<file path="config.mk">
export PLATFORM = sky130hd
export DESIGN_NAME = mips_core
export DESIGN_NICKNAME = d
export VERILOG_FILES = /design/src/mips_pkg.sv /design/src/mips_ctrl_if.sv /design/src/mips_alu.sv /design/src/mips_core.sv /design/src/mips_decoder.sv /design/src/mips_pc_unit.sv /design/src/mips_regfile.sv
export SDC_FILE = /design/constraint.sdc
export NUM_CORES = 2
export LEC_CHECK = 0
export BUFFER_PORTS_ARGS = -buffer_cell sky130_fd_sc_hd__buf_2
export CAP_MARGIN = 20
export CORE_MARGIN = 2
export CORE_UTILIZATION = 45
export DETAILED_ROUTE_END_ITERATION = 12
export HOLD_SLACK_MARGIN = 0.1
export PLACE_DENSITY_LB_ADDON = 0.25
export SLEW_MARGIN = 20
export SYNTH_ARGS = -nofsm -noshare
export SYNTH_HDL_FRONTEND = slang
export SYNTH_HIERARCHICAL = 1
export SYNTH_SLANG_ARGS = --single-unit
</file>
<file path="constraint.sdc">
create_clock -name clk -period 7.3 [get_ports clk]
set_clock_uncertainty 0.15 [all_clocks]
set_input_delay 1.46 -clock clk [delete_from_list [all_inputs] [get_ports clk]]
set_output_delay 1.46 -clock clk [all_outputs]
set_load 0.05 [all_outputs]
</file>
<file path="src/mips_pkg.sv">
// word and field widths, field types, opcode and funct encodings, ALU and next-pc selects
`default_nettype none

package mips_pkg;

	localparam int DATA_WIDTH = 32;
	localparam int ADDR_WIDTH = 32;
	localparam int REG_COUNT  = 32;

	typedef logic [DATA_WIDTH-1:0]        word_t;
	typedef logic [$clog2(REG_COUNT)-1:0] rfaddr_t;
	typedef logic [4:0]                   shamt_t;
	typedef logic [15:0]                  immediate_t;
	typedef logic [25:0]                  jaddress_t;

	// primary opcode, instr[31:26]
	typedef enum logic [5:0] {
		RType = 6'h00,
		J     = 6'h02,
		BEQ   = 6'h04,
		BNE   = 6'h05,
		ADDI  = 6'h08,
		SLTI  = 6'h0A,
		ANDI  = 6'h0C,
		ORI   = 6'h0D,
		XORI  = 6'h0E,
		LUI   = 6'h0F,
		LW    = 6'h23,
		SW    = 6'h2B
	} opcode_t;

	// function field of R-type words, instr[5:0]
	typedef enum logic [5:0] {
		SLL  = 6'h00,
		SRL  = 6'h02,
		SRA  = 6'h03,
		SLLV = 6'h04,
		SRLV = 6'h06,
		SRAV = 6'h07,
		JR   = 6'h08,
		ADD  = 6'h20,
		SUB  = 6'h22,
		AND  = 6'h24,
		OR   = 6'h25,
		XOR  = 6'h26,
		NOR  = 6'h27,
		SLT  = 6'h2A
	} funct_t;

	typedef enum logic [3:0] {
		ALU_ADD,
		ALU_SUB,
		ALU_AND,
		ALU_OR,
		ALU_XOR,
		ALU_NOR,
		ALU_SLT,
		ALU_SLL,
		ALU_SRL,
		ALU_SRA,
		// lui: low half of b moves to the upper half
		ALU_PASS_UPPER
	} alu_op_t;

	typedef enum logic [1:0] {
		PC_SEQ,
		PC_BRANCH,
		PC_JUMP,
		PC_REG
	} pc_src_t;

endpackage

`default_nettype wire

</file>
<file path="src/mips_ctrl_if.sv">
// decoded fields and control from the decoder to the datapath and the pc unit
`default_nettype none

interface mips_ctrl_if
	import mips_pkg::*;
();

	rfaddr_t   rs, rt, rd;
	shamt_t    shamt;
	word_t     imm;
	jaddress_t jidx;
	alu_op_t   alu_op;
	logic      alu_src_imm;
	logic      shift_var;
	logic      reg_write;
	logic      dest_rt;
	logic      mem_to_reg;
	logic      mem_write;
	logic      branch_eq, branch_ne;
	logic      jump, jump_reg;

	modport decoder (
		output rs, rt, rd, shamt, imm, jidx, alu_op, alu_src_imm, shift_var,
		output reg_write, dest_rt, mem_to_reg, mem_write,
		output branch_eq, branch_ne, jump, jump_reg
	);

	modport datapath (
		input rs, rt, rd, shamt, imm, alu_op, alu_src_imm, shift_var,
		input reg_write, dest_rt, mem_to_reg, mem_write
	);

	modport pc (
		input imm, jidx, branch_eq, branch_ne, jump, jump_reg
	);

endinterface

`default_nettype wire

</file>
<file path="src/mips_alu.sv">
// ALU and shifter with zero flag for branch compare
`default_nettype none

module mips_alu import mips_pkg::*; (
	input  alu_op_t op,
	input  word_t   a,
	input  word_t   b,
	input  shamt_t  shamt,
	output word_t   result,
	output logic    zero
);

	logic slt_bit;

	// signed compare for slt and slti
	assign slt_bit = $signed(a) < $signed(b);

	always_comb begin
		case (op)
			ALU_ADD: result = a + b;
			ALU_SUB: result = a - b;
			ALU_AND: result = a & b;
			ALU_OR:  result = a | b;
			ALU_XOR: result = a ^ b;
			ALU_NOR: result = ~(a | b);
			ALU_SLT: result = {{(DATA_WIDTH-1){1'b0}}, slt_bit};
			// shifts act on b, which carries rt
			ALU_SLL: result = b << shamt;
			ALU_SRL: result = b >> shamt;
			ALU_SRA: result = word_t'($signed(b) >>> shamt);
			ALU_PASS_UPPER: result = {b[15:0], 16'h0000};
			default: result = a + b;
		endcase
	end

	assign zero = (result == '0);

endmodule

`default_nettype wire

</file>
<file path="src/mips_core.sv">
// single-cycle core top, decoder, register file, ALU and pc unit on memory ports
`default_nettype none

module mips_core import mips_pkg::*; #(
	parameter word_t reset_pc = '0
) (
	input  logic  clk,
	input  logic  arst_n,
	// instruction memory
	output word_t pc,
	input  word_t instr,
	// data memory
	output logic  memwrite,
	output word_t memaddr,
	output word_t writedata,
	input  word_t readdata
);

	word_t   rs_data, rt_data;
	word_t   alu_b;
	word_t   alu_result;
	word_t   wr_data;
	shamt_t  alu_shamt;
	rfaddr_t wr_addr;
	logic    alu_zero;

	mips_ctrl_if ctrl ();

	mips_decoder u_decoder (
		.instr (instr),
		.ctrl  (ctrl)
	);

	mips_regfile u_regfile (
		.clk     (clk),
		.arst_n  (arst_n),
		.rs_addr (ctrl.rs),
		.rt_addr (ctrl.rt),
		.wr_addr (wr_addr),
		.wr_en   (ctrl.reg_write),
		.wr_data (wr_data),
		.rs_data (rs_data),
		.rt_data (rt_data)
	);

	// operand b and shift amount
	assign alu_b     = ctrl.alu_src_imm ? ctrl.imm : rt_data;
	assign alu_shamt = ctrl.shift_var ? rs_data[4:0] : ctrl.shamt;

	mips_alu u_alu (
		.op     (ctrl.alu_op),
		.a      (rs_data),
		.b      (alu_b),
		.shamt  (alu_shamt),
		.result (alu_result),
		.zero   (alu_zero)
	);

	mips_pc_unit #(
		.reset_pc (reset_pc)
	) u_pc_unit (
		.clk      (clk),
		.arst_n   (arst_n),
		.ctrl     (ctrl),
		.rs_data  (rs_data),
		.alu_zero (alu_zero),
		.pc       (pc)
	);

	// write-back path
	assign wr_addr = ctrl.dest_rt ? ctrl.rt : ctrl.rd;
	assign wr_data = ctrl.mem_to_reg ? readdata : alu_result;

	assign memaddr   = alu_result;
	assign writedata = rt_data;
	// no stores while held in reset
	assign memwrite  = ctrl.mem_write && arst_n;

endmodule

`default_nettype wire

</file>
<file path="src/mips_decoder.sv">
// instruction field split, control decode and immediate extension
`default_nettype none

module mips_decoder import mips_pkg::*; (
	input  word_t        instr,
	mips_ctrl_if.decoder ctrl
);

	opcode_t    opcode;
	funct_t     funct;
	immediate_t imm16;
	logic       sign_ext;

	assign opcode = opcode_t'(instr[31:26]);
	assign funct  = funct_t'(instr[5:0]);
	assign imm16  = instr[15:0];

	// fields pass straight out, control decides which ones matter
	assign ctrl.rs    = instr[25:21];
	assign ctrl.rt    = instr[20:16];
	assign ctrl.rd    = instr[15:11];
	assign ctrl.shamt = instr[10:6];
	assign ctrl.jidx  = instr[25:0];

	assign ctrl.imm = sign_ext ? {{(DATA_WIDTH-16){imm16[15]}}, imm16}
	                           : {{(DATA_WIDTH-16){1'b0}}, imm16};

	always_comb begin
		// defaults give a no-op for anything unknown
		ctrl.alu_op      = ALU_ADD;
		ctrl.alu_src_imm = 1'b0;
		ctrl.shift_var   = 1'b0;
		ctrl.reg_write   = 1'b0;
		ctrl.dest_rt     = 1'b0;
		ctrl.mem_to_reg  = 1'b0;
		ctrl.mem_write   = 1'b0;
		ctrl.branch_eq   = 1'b0;
		ctrl.branch_ne   = 1'b0;
		ctrl.jump        = 1'b0;
		ctrl.jump_reg    = 1'b0;
		sign_ext         = 1'b0;

		case (opcode)
			RType: begin
				ctrl.reg_write = 1'b1;
				case (funct)
					ADD:  ctrl.alu_op = ALU_ADD;
					SUB:  ctrl.alu_op = ALU_SUB;
					AND:  ctrl.alu_op = ALU_AND;
					OR:   ctrl.alu_op = ALU_OR;
					XOR:  ctrl.alu_op = ALU_XOR;
					NOR:  ctrl.alu_op = ALU_NOR;
					SLT:  ctrl.alu_op = ALU_SLT;
					SLL:  ctrl.alu_op = ALU_SLL;
					SRL:  ctrl.alu_op = ALU_SRL;
					SRA:  ctrl.alu_op = ALU_SRA;
					SLLV: begin
						ctrl.alu_op    = ALU_SLL;
						ctrl.shift_var = 1'b1;
					end
					SRLV: begin
						ctrl.alu_op    = ALU_SRL;
						ctrl.shift_var = 1'b1;
					end
					SRAV: begin
						ctrl.alu_op    = ALU_SRA;
						ctrl.shift_var = 1'b1;
					end
					JR: begin
						ctrl.reg_write = 1'b0;
						ctrl.jump_reg  = 1'b1;
					end
					default: ctrl.reg_write = 1'b0;
				endcase
			end
			ADDI, SLTI, ANDI, ORI, XORI, LUI: begin
				ctrl.alu_src_imm = 1'b1;
				ctrl.reg_write   = 1'b1;
				ctrl.dest_rt     = 1'b1;
				sign_ext         = (opcode == ADDI) || (opcode == SLTI);
				case (opcode)
					SLTI:    ctrl.alu_op = ALU_SLT;
					ANDI:    ctrl.alu_op = ALU_AND;
					ORI:     ctrl.alu_op = ALU_OR;
					XORI:    ctrl.alu_op = ALU_XOR;
					LUI:     ctrl.alu_op = ALU_PASS_UPPER;
					default: ctrl.alu_op = ALU_ADD;
				endcase
			end
			LW: begin
				ctrl.alu_src_imm = 1'b1;
				ctrl.reg_write   = 1'b1;
				ctrl.dest_rt     = 1'b1;
				ctrl.mem_to_reg  = 1'b1;
				sign_ext         = 1'b1;
			end
			SW: begin
				ctrl.alu_src_imm = 1'b1;
				ctrl.mem_write   = 1'b1;
				sign_ext         = 1'b1;
			end
			// compare by subtraction, alu zero flag decides
			BEQ, BNE: begin
				ctrl.alu_op    = ALU_SUB;
				ctrl.branch_eq = (opcode == BEQ);
				ctrl.branch_ne = (opcode == BNE);
				sign_ext       = 1'b1;
			end
			J: ctrl.jump = 1'b1;
			default: ;
		endcase
	end

endmodule

`default_nettype wire

</file>
<file path="src/mips_pc_unit.sv">
// program counter register with branch, jump and register-jump selection
`default_nettype none

module mips_pc_unit import mips_pkg::*; #(
	parameter word_t reset_pc = '0
) (
	input  logic    clk,
	input  logic    arst_n,
	mips_ctrl_if.pc ctrl,
	input  word_t   rs_data,
	input  logic    alu_zero,
	output word_t   pc
);

	word_t   pc_plus4;
	word_t   branch_target;
	word_t   jump_target;
	word_t   next_pc;
	logic    take_branch;
	pc_src_t pc_src;

	assign pc_plus4      = pc + word_t'(4);
	assign branch_target = pc_plus4 + (ctrl.imm << 2);
	// region bits come from pc + 4
	assign jump_target   = {pc_plus4[ADDR_WIDTH-1 -: 4], ctrl.jidx, 2'b00};

	assign take_branch = (ctrl.branch_eq && alu_zero) || (ctrl.branch_ne && !alu_zero);

	always_comb begin
		if (ctrl.jump_reg)
			pc_src = PC_REG;
		else if (ctrl.jump)
			pc_src = PC_JUMP;
		else if (take_branch)
			pc_src = PC_BRANCH;
		else
			pc_src = PC_SEQ;
	end

	always_comb begin
		case (pc_src)
			PC_BRANCH: next_pc = branch_target;
			PC_JUMP:   next_pc = jump_target;
			PC_REG:    next_pc = rs_data;
			default:   next_pc = pc_plus4;
		endcase
	end

	always_ff @(posedge clk or negedge arst_n) begin
		if (!arst_n)
			pc <= reset_pc;
		else
			pc <= next_pc;
	end

endmodule

`default_nettype wire

</file>
<file path="src/mips_regfile.sv">
// general register file, two combinational reads, one clocked write, zero register
`default_nettype none

module mips_regfile import mips_pkg::*; (
	input  logic    clk,
	input  logic    arst_n,
	input  rfaddr_t rs_addr,
	input  rfaddr_t rt_addr,
	input  rfaddr_t wr_addr,
	input  logic    wr_en,
	input  word_t   wr_data,
	output word_t   rs_data,
	output word_t   rt_data
);

	word_t regs [REG_COUNT];

	always_ff @(posedge clk or negedge arst_n) begin
		if (!arst_n) begin
			for (int i = 0; i < REG_COUNT; i++) begin
				regs[i] <= '0;
			end
		end else if (wr_en && (wr_addr != '0)) begin
			regs[wr_addr] <= wr_data;
		end
	end

	// $0 is never written and keeps its reset value
	assign rs_data = regs[rs_addr];
	assign rt_data = regs[rt_addr];

endmodule

`default_nettype wire

</file>
## Word level (Yosys, flattened, before mapping)

Index checks and enable logic that the tools add are counted.

- Output and inout port bits: 97
- Input bits: 66
- Register bits: 1,056
- Word-level logic and storage cells: 147

- Bitwise operators: 7
- Order comparisons: 5
- Eq/ne operators: 37
- $add $sub $neg: 4
- Shift operators: 3
- Reduce and logical (&&, ||, !) cells: 22
- Mux-type cells: 36

Operators by type and width:

| operator | number |
|---|---|
| $bwmux W1024 | 1 |
| $bmux W32 S5 | 2 |
| $pmux W32 S10 | 1 |
| $mux W32 | 8 |
| $demux W32 S5 | 1 |
| $pmux W32 S3 | 1 |
| $add A32 B32 Y32 | 2 |
| $eq A6 B6 Y1 const B | 9 |
| $eq A6 B4 Y1 const B | 7 |
| $pmux W4 S9 | 1 |
| $add A32 B3 Y32 const B | 1 |
| $and A32 B32 Y32 | 1 |
| $logic_not A32 Y1 | 1 |
| $lt A32 B32 Y1 | 1 |
| $not A32 Y32 | 1 |
| $or A32 B32 Y32 | 1 |
| $shl A32 B5 Y32 | 1 |
| $shr A32 B5 Y32 | 1 |
| $sshr A32 B5 Y32 | 1 |
| $sub A32 B32 Y32 | 1 |
| $xor A32 B32 Y32 | 1 |
| $eq A6 B3 Y1 const B | 5 |
| $pmux W4 S5 | 1 |
| $eq A6 B2 Y1 const B | 3 |
| other kinds (26) | 61 |

## Logic depth before layout (Yosys ltp)

- Depth after elaboration: 17
- Mapped depth: 32
- Gate-level depth less buffers: 25

## By module

Netlist, hierarchy kept.

Modules (own cells, without submodules):

| module | seq. area each (um2) | area an instance (um2) | times used | cells each |
|---|---|---|---|---|
| mips_regfile | 25,624.6 | 55,942.4 | 1 | 4,601 |
| mips_alu | 0.0 | 11,288.3 | 1 | 1,570 |
| mips_pc_unit | 800.8 | 3,707.3 | 1 | 453 |
| mips_core | 0.0 | 1,207.4 | 1 | 83 |
| mips_decoder | 0.0 | 975.9 | 1 | 139 |

## Least setup slack after synthesis

OpenSTA, ideal clock, no wires.

- Path type: in2reg
- Start: input instr[17]
- End: register u_pc_unit.pc[17]
- Path buffers: 7
- Setup time: 0.083 ns
- Path slack: -1.412 ns
- Arrival time: 8.479 ns
- Cell stages on the path: 28
- Data required time: 7.067 ns
- Path through: buf_4 buf_2 buf_4 buf_2 buf_2 mux2i_1 nand2_1 a31oi_1 nand3_1 mux2_4 clkbuf_1 inv_1 ha_1 a211oi_1 o21ai_1 a211o_1 a2111oi_0 or2_1 nor4_1 nand2b_1 a211oi_1 or4_1 nor2_1 mux2_2 nor3_1 clkbuf_1 a222oi_1 o21ai_0

- Elaborated cells on any way between the ends: 28
- Classes of those cells: 2 x add/sub; 1 x order compare; 3 x eq/ne; 3 x shift; 9 x mux; 5 x bitwise; 5 x reduce/logical

RTL lines:

| what | RTL line | text |
|---|---|---|
| start: declaration | mips_core.sv:11 | `input word_t instr,` |
| $not A5 Y6 (not written as such) (*) | mips_regfile.sv:30 | `assign rt_data = regs[rt_addr];` |
| $bmux W32 S5 (*) | mips_regfile.sv:30 |  |
| $mux W32 (not written as such) (*) (2 in a row) | mips_regfile.sv:30 |  |
| via writedata[1] | mips_core.sv:15 | `output word_t writedata,` |
| $mux W32 (*) | mips_core.sv:47 | `assign alu_b = ctrl.alu_src_imm ? ctrl.imm : rt_data;` |
| via alu_b[1] | mips_core.sv:20 | `word_t alu_b;` |
| $add A32 B32 Y32 (tied with other cells) | mips_alu.sv:20, mips_alu.sv:32 |  |
| $pmux W32 S10 (*) | mips_alu.sv:19 | `case (op)` |
| via memaddr[29] | mips_core.sv:14 | `output word_t memaddr,` |
| [... 1 more ...] | - |  |
| via alu_zero | mips_core.sv:25 | `logic alu_zero;` |
| [... 1 more ...] | - |  |
| $logic_and A1 B1 Y1 | mips_pc_unit.sv:27 | `assign take_branch = (ctrl.branch_eq && alu_zero) \|\| (ctrl.branch_ne && !alu_zero);` |
| $logic_or A1 B1 Y1 (*) | mips_pc_unit.sv:27 |  |
| $mux W1 (*) | mips_pc_unit.sv:34 | `else if (take_branch)` |
| $mux W2 (*) | mips_pc_unit.sv:32 | `else if (ctrl.jump)` |
| $mux W2 (*) | mips_pc_unit.sv:30 | `if (ctrl.jump_reg)` |
| $eq A2 B2 Y1 / $eq A2 B1 Y1 (equally long branches) | mips_pc_unit.sv:41 | `case (pc_src)` |
| $pmux W32 S3 (*) | mips_pc_unit.sv:41 |  |
| via u_pc_unit.next_pc[17] | mips_pc_unit.sv:18 | `word_t next_pc;` |
| end signal: assignment | mips_pc_unit.sv:51 | `pc <= reset_pc;` |
| end signal: assignment | mips_pc_unit.sv:53 | `pc <= next_pc;` |
| end: declaration | mips_pc_unit.sv:12 | `output word_t pc` |

The timed path passes the listed nets; every way through them passes the cells marked *. The select of a mux whose other input is x is not followed.
A chain may end at the register's enable or synchronous reset.

## Worst setup path after layout

- Start: input instr[17]
- End: output memaddr[21]

- Elaborated cells on any way between the ends: 15
- Classes of those cells: 2 x add/sub; 3 x shift; 5 x mux; 5 x bitwise

RTL lines:

| what | RTL line |
|---|---|
| $not A5 Y6 (not written as such) (*) | mips_regfile.sv:30 |
| $bmux W32 S5 (*) | mips_regfile.sv:30 |
| $mux W32 (not written as such) (*) (2 in a row) | mips_regfile.sv:30 |
| $mux W32 (*) | mips_core.sv:47 |
| via alu_b[4] | mips_core.sv:20 |
| $add A32 B32 Y32 (tied with other cells) | mips_alu.sv:20, mips_alu.sv:32 |
| $pmux W32 S10 (*) | mips_alu.sv:19 |
| end: declaration | mips_core.sv:14 |

Marked as above.

==> metrics.txt <==
status complete, but fails checks; failing checks setup timing; Hold Crit Start u_regfile/regs[1005]; r2r startpoint u_regfile/regs[930]; Post-Synthesis Cells 6846; post-synthesis cell area 73120 µm²; final core utilization 0.5953; dominant synthesized flop cell dfrtp_1; #FFs+latches synth 1056; Inst Count DP 9779; Design Area, Final 95810 µm²; Max-Cap Viols 0; WP data required about 5700 ps; leakage power 45.73 nW; Hold Path Class reg2reg; worst path arrival time 6110 ps; met2 wire length 147.2 mm; asr flop ratio synth 1.000; CP max stage cell a221o_2; Clk pin slew, worst setup/hold paths 60 ps; met3 WL ~26 mm; TritonCTS Buffers around 120; clock share of power 0.278; CTS Hold Buffers Added 0; Worst Path Max Fanout 7; Syn-to-layout area delta 31.03%; CTS H-Tree Depth 3; TritonCTS clock tree yes; # setup viols final 51; measured slew at the worst slew-check pin around 1200 ps; clk sinks 1056; post-synthesis sequential area ratio 0.3614; layout cells sized above 1 0.4515; Initial Utilization 0.4544; largest net degree at the start of global routing 165; EDFF count, synth 0; Vias/cell 6.388; CP startpoint kind input port; Nets 8177; Post-route DRC 0; Setup TNS Final -11940 ps; Finished Layout Cells 10240; total internal power 14.42 mW; M1 WL roughly 130 mm; Die X 407.1 µm; DR pass1 iterations 8; fin crit share 1.057; Port-buffer cells 162; Root Buffer clkbuf_16; routability congestion estimate approximately 1.1; combinational share of power 0.401; Reg area 26430 µm²; total gr overflow 0; first-pass GRT wire length between 400 and 500 mm; fmax 129.6 MHz; Routed WL 329.7 mm; HPWL after DPL 234.8 mm; Rows 147; initial antenna violation count 12; vias in the first global route between 60000 and 70000; Setup crit start instr[17]; Final Hold Vio Count 0; NetSw 8.619 mW; crit-path max cell delay 450 ps; DR iter-0 viols approximately 7300; core area between 150000 and 200000 µm²; min cycle time layout approximately 7700 ps; DR vias 65420; I/O pin count ~160; Die H 407.1 µm; antenna viol nets, final 0; Final Slew Violations 0; placed instance area 85590 µm²; VDD IR-drop max 0.2230 mV; Power Density around 240 nW/µm²; Seq pwr share 0.321; top layer used by detailed routing met5; clk buf depth 3; full die area 165700 µm²; Design Power 23.04 mW; Worst-Skew Late Latency roughly 810 ps; critical-path cell list buf_16, buf_16, buf_12, clkbuf_16, clkbuf_16, mux2i_2, a22oi_2, nand3_2, nand3_4, mux2_4, buf_12, buf_4, ha_1, a21oi_2, o21ai_2, a211o_4, a2111oi_4, or2_4, buf_4, o221ai_4, a221o_2, buf_6, buf_6; Worst Setup End Kind output port; Ys Warns 6; Fill cells 13390; routed len/inst 32.19 µm; PnR worst setup slack -416.2 ps; Worst slew margin 0.1945; Multi-input gate area ~46000 µm²; RSZ-0062 raised after global routing true; GRT Total Usage 0.3792; Avg Cell Area, Syn 10.68 µm²; Switching Share 0.3741; Post-Syn Nets approximately 7000; distinct cell type count after synthesis 109; CP Class in2out
==> cells by family after synthesis <==
logic type / share of synthesized area
AO/OA/AOI/OAI: 0.1194
XOR/XNOR: 0.007905
adder cells (fa/ha/maj): 0.02307
buffers and inverters: 0.06229
flip-flops: 0.3614
multiplexers: 0.3443
AND/OR/NAND/NOR: 0.08165
==> routing by layer <==
layer | up-vias | global-route usage
met5 | - | 0
met4 | 10 | 0.2195
met3 | 864 | 0.06147
met2 | 3134 | 0.5874
met1 | 33670 | 0.5020
li1 | 27740 | -
==> power by group through the flow <==
| stage | clock [mW] | combinational [mW] | sequential, mW |
|---|---|---|---|
| finish | 6.39 | 9.25 | 7.40 |
| global route | 6.70 | 9.65 | 7.49 |
| CTS | 6.45 | 8.55 | 7.35 |
| detailed placement | 0 | 8.10 | 7.44 |
| global placement | 0 | 8.04 | 7.39 |
| floorplan | 0 | 4.53 | 7.45 |
==> cells in the mapped netlist (all sizes together) (15+ instances only) <==
cell / instances / share of area
mux2i: 1097 / 0.15
mux2: 1095 / 0.17
dfrtp: 1056 / 0.36
buf: 401 / 0.038
nand2: 381 / 0.020
clkbuf: 345 / 0.018
a21oi: 339 / 0.023
nand3: 267 / 0.018
a22oi: 214 / 0.022
nor2: 185 / 0.011
a22o: 137 / 0.016
ha: 130 / 0.022
inv: 124 / 0.0064
nor3: 119 / 0.0084
o21ai: 107 / 0.0074
a31oi: 84 / 0.0072
mux4: 72 / 0.022
a211oi: 44 / 0.0047
xnor2: 43 / 0.0052
a21o: 35 / 0.0036
nor2b: 33 / 0.0028
nand2b: 31 / 0.0028
a221oi: 29 / 0.0035
nor4: 27 / 0.0027
o22ai: 27 / 0.0023
o211ai: 26 / 0.0027
a222oi: 25 / 0.0034
nand4: 25 / 0.0022
and3: 24 / 0.0021
xor2: 23 / 0.0028
o2111ai: 18 / 0.0022
o221ai: 18 / 0.0022
o31ai: 18 / 0.0021
a2111oi: 16 / 0.0022
nand3b: 15 / 0.0015
or2: 15 / 0.0013
==> cell type report <==
class / instances / share of cell area
multi-input combinational: 4918 / 0.4752
antenna: 3 / 0.00007836
clock buffer: 169 / 0.03638
inverter: 126 / 0.005341
tap: 2160 / 0.02821
clock inverter: 51 / 0.007170
sequential: 1056 / 0.2758
timing repair buffer: 1758 / 0.1718
==> state kept, by name (all words and copies together), names as in the netlist <==
register and flops:
u_regfile/regs 1024, u_pc_unit/pc 32
==> cell usage in the layout (no fill, tap or decap), types with 25 or more instances in the layout <==
master,count
a211oi_1,26
a21o_1,33
a21oi_1,315
a222oi_1,25
a22o_1,136
a22oi_1,200
a31oi_1,59
buf_12,160
buf_16,26
buf_2,129
buf_4,1266
buf_6,132
buf_8,26
clkbuf_16,133
clkbuf_8,32
dfrtp_1,1056
ha_1,83
ha_4,31
inv_1,88
mux2_1,41
mux2_2,984
mux2_4,70
mux2i_1,1031
mux2i_2,56
mux4_2,72
nand2_1,352
nand2_2,27
nand3_1,218
nand3_4,28
nor2_1,154
nor3_1,75
nor3_2,36
o211ai_1,26
o21ai_0,58
o21ai_1,32
xnor2_1,42
==> metrics by stage <==
stage,hold slack [ps],worst slack (ps)
6_report,251.6,-416.2
5_1_grt,259.3,-441.3
4_1_cts,250.7,-333.5
3_5_place_dp,237.6,-1952
3_3_place_gp,233.5,-2482
2_1_floorplan,298.8,1.989
==> critical path: cells and delay by family <==
family          cells  cell delay (ps)
simple gates        3              490
fa+ha+maj           1              200
buf+inv            10             1490
compound gates      7             1850
mux                 2              540
==> path summary, 6_finish.rpt <==
| path | to | slack, ps | cells after the start |
|---|---|---|---|
| setup reg to reg | u_pc_unit/pc[22] | 460 | 24 |
| setup / recovery | memaddr[21] | -420 | 23 |
| hold / removal | u_regfile/regs[1005] | 250 | 0 |
| hold reg to reg | u_regfile/regs[1005] | 250 | 0 |
| max in group asynchronous | u_regfile/regs[94] | 4290 | 3 |
| min in group asynchronous | u_regfile/regs[393] | 410 | 1 |
==> repair_timing <==
| action | 4_1_cts | 5_1_grt |
|---|---|---|
| pin swaps | 84 | 186 |
| setup endpoints to repair | 62 | 58 |
| gates cloned | 15 | 17 |
| resized for setup | 360 | 413 |
| setup buffers | 67 | 152 |
Power figures use the tool's default switching activity.
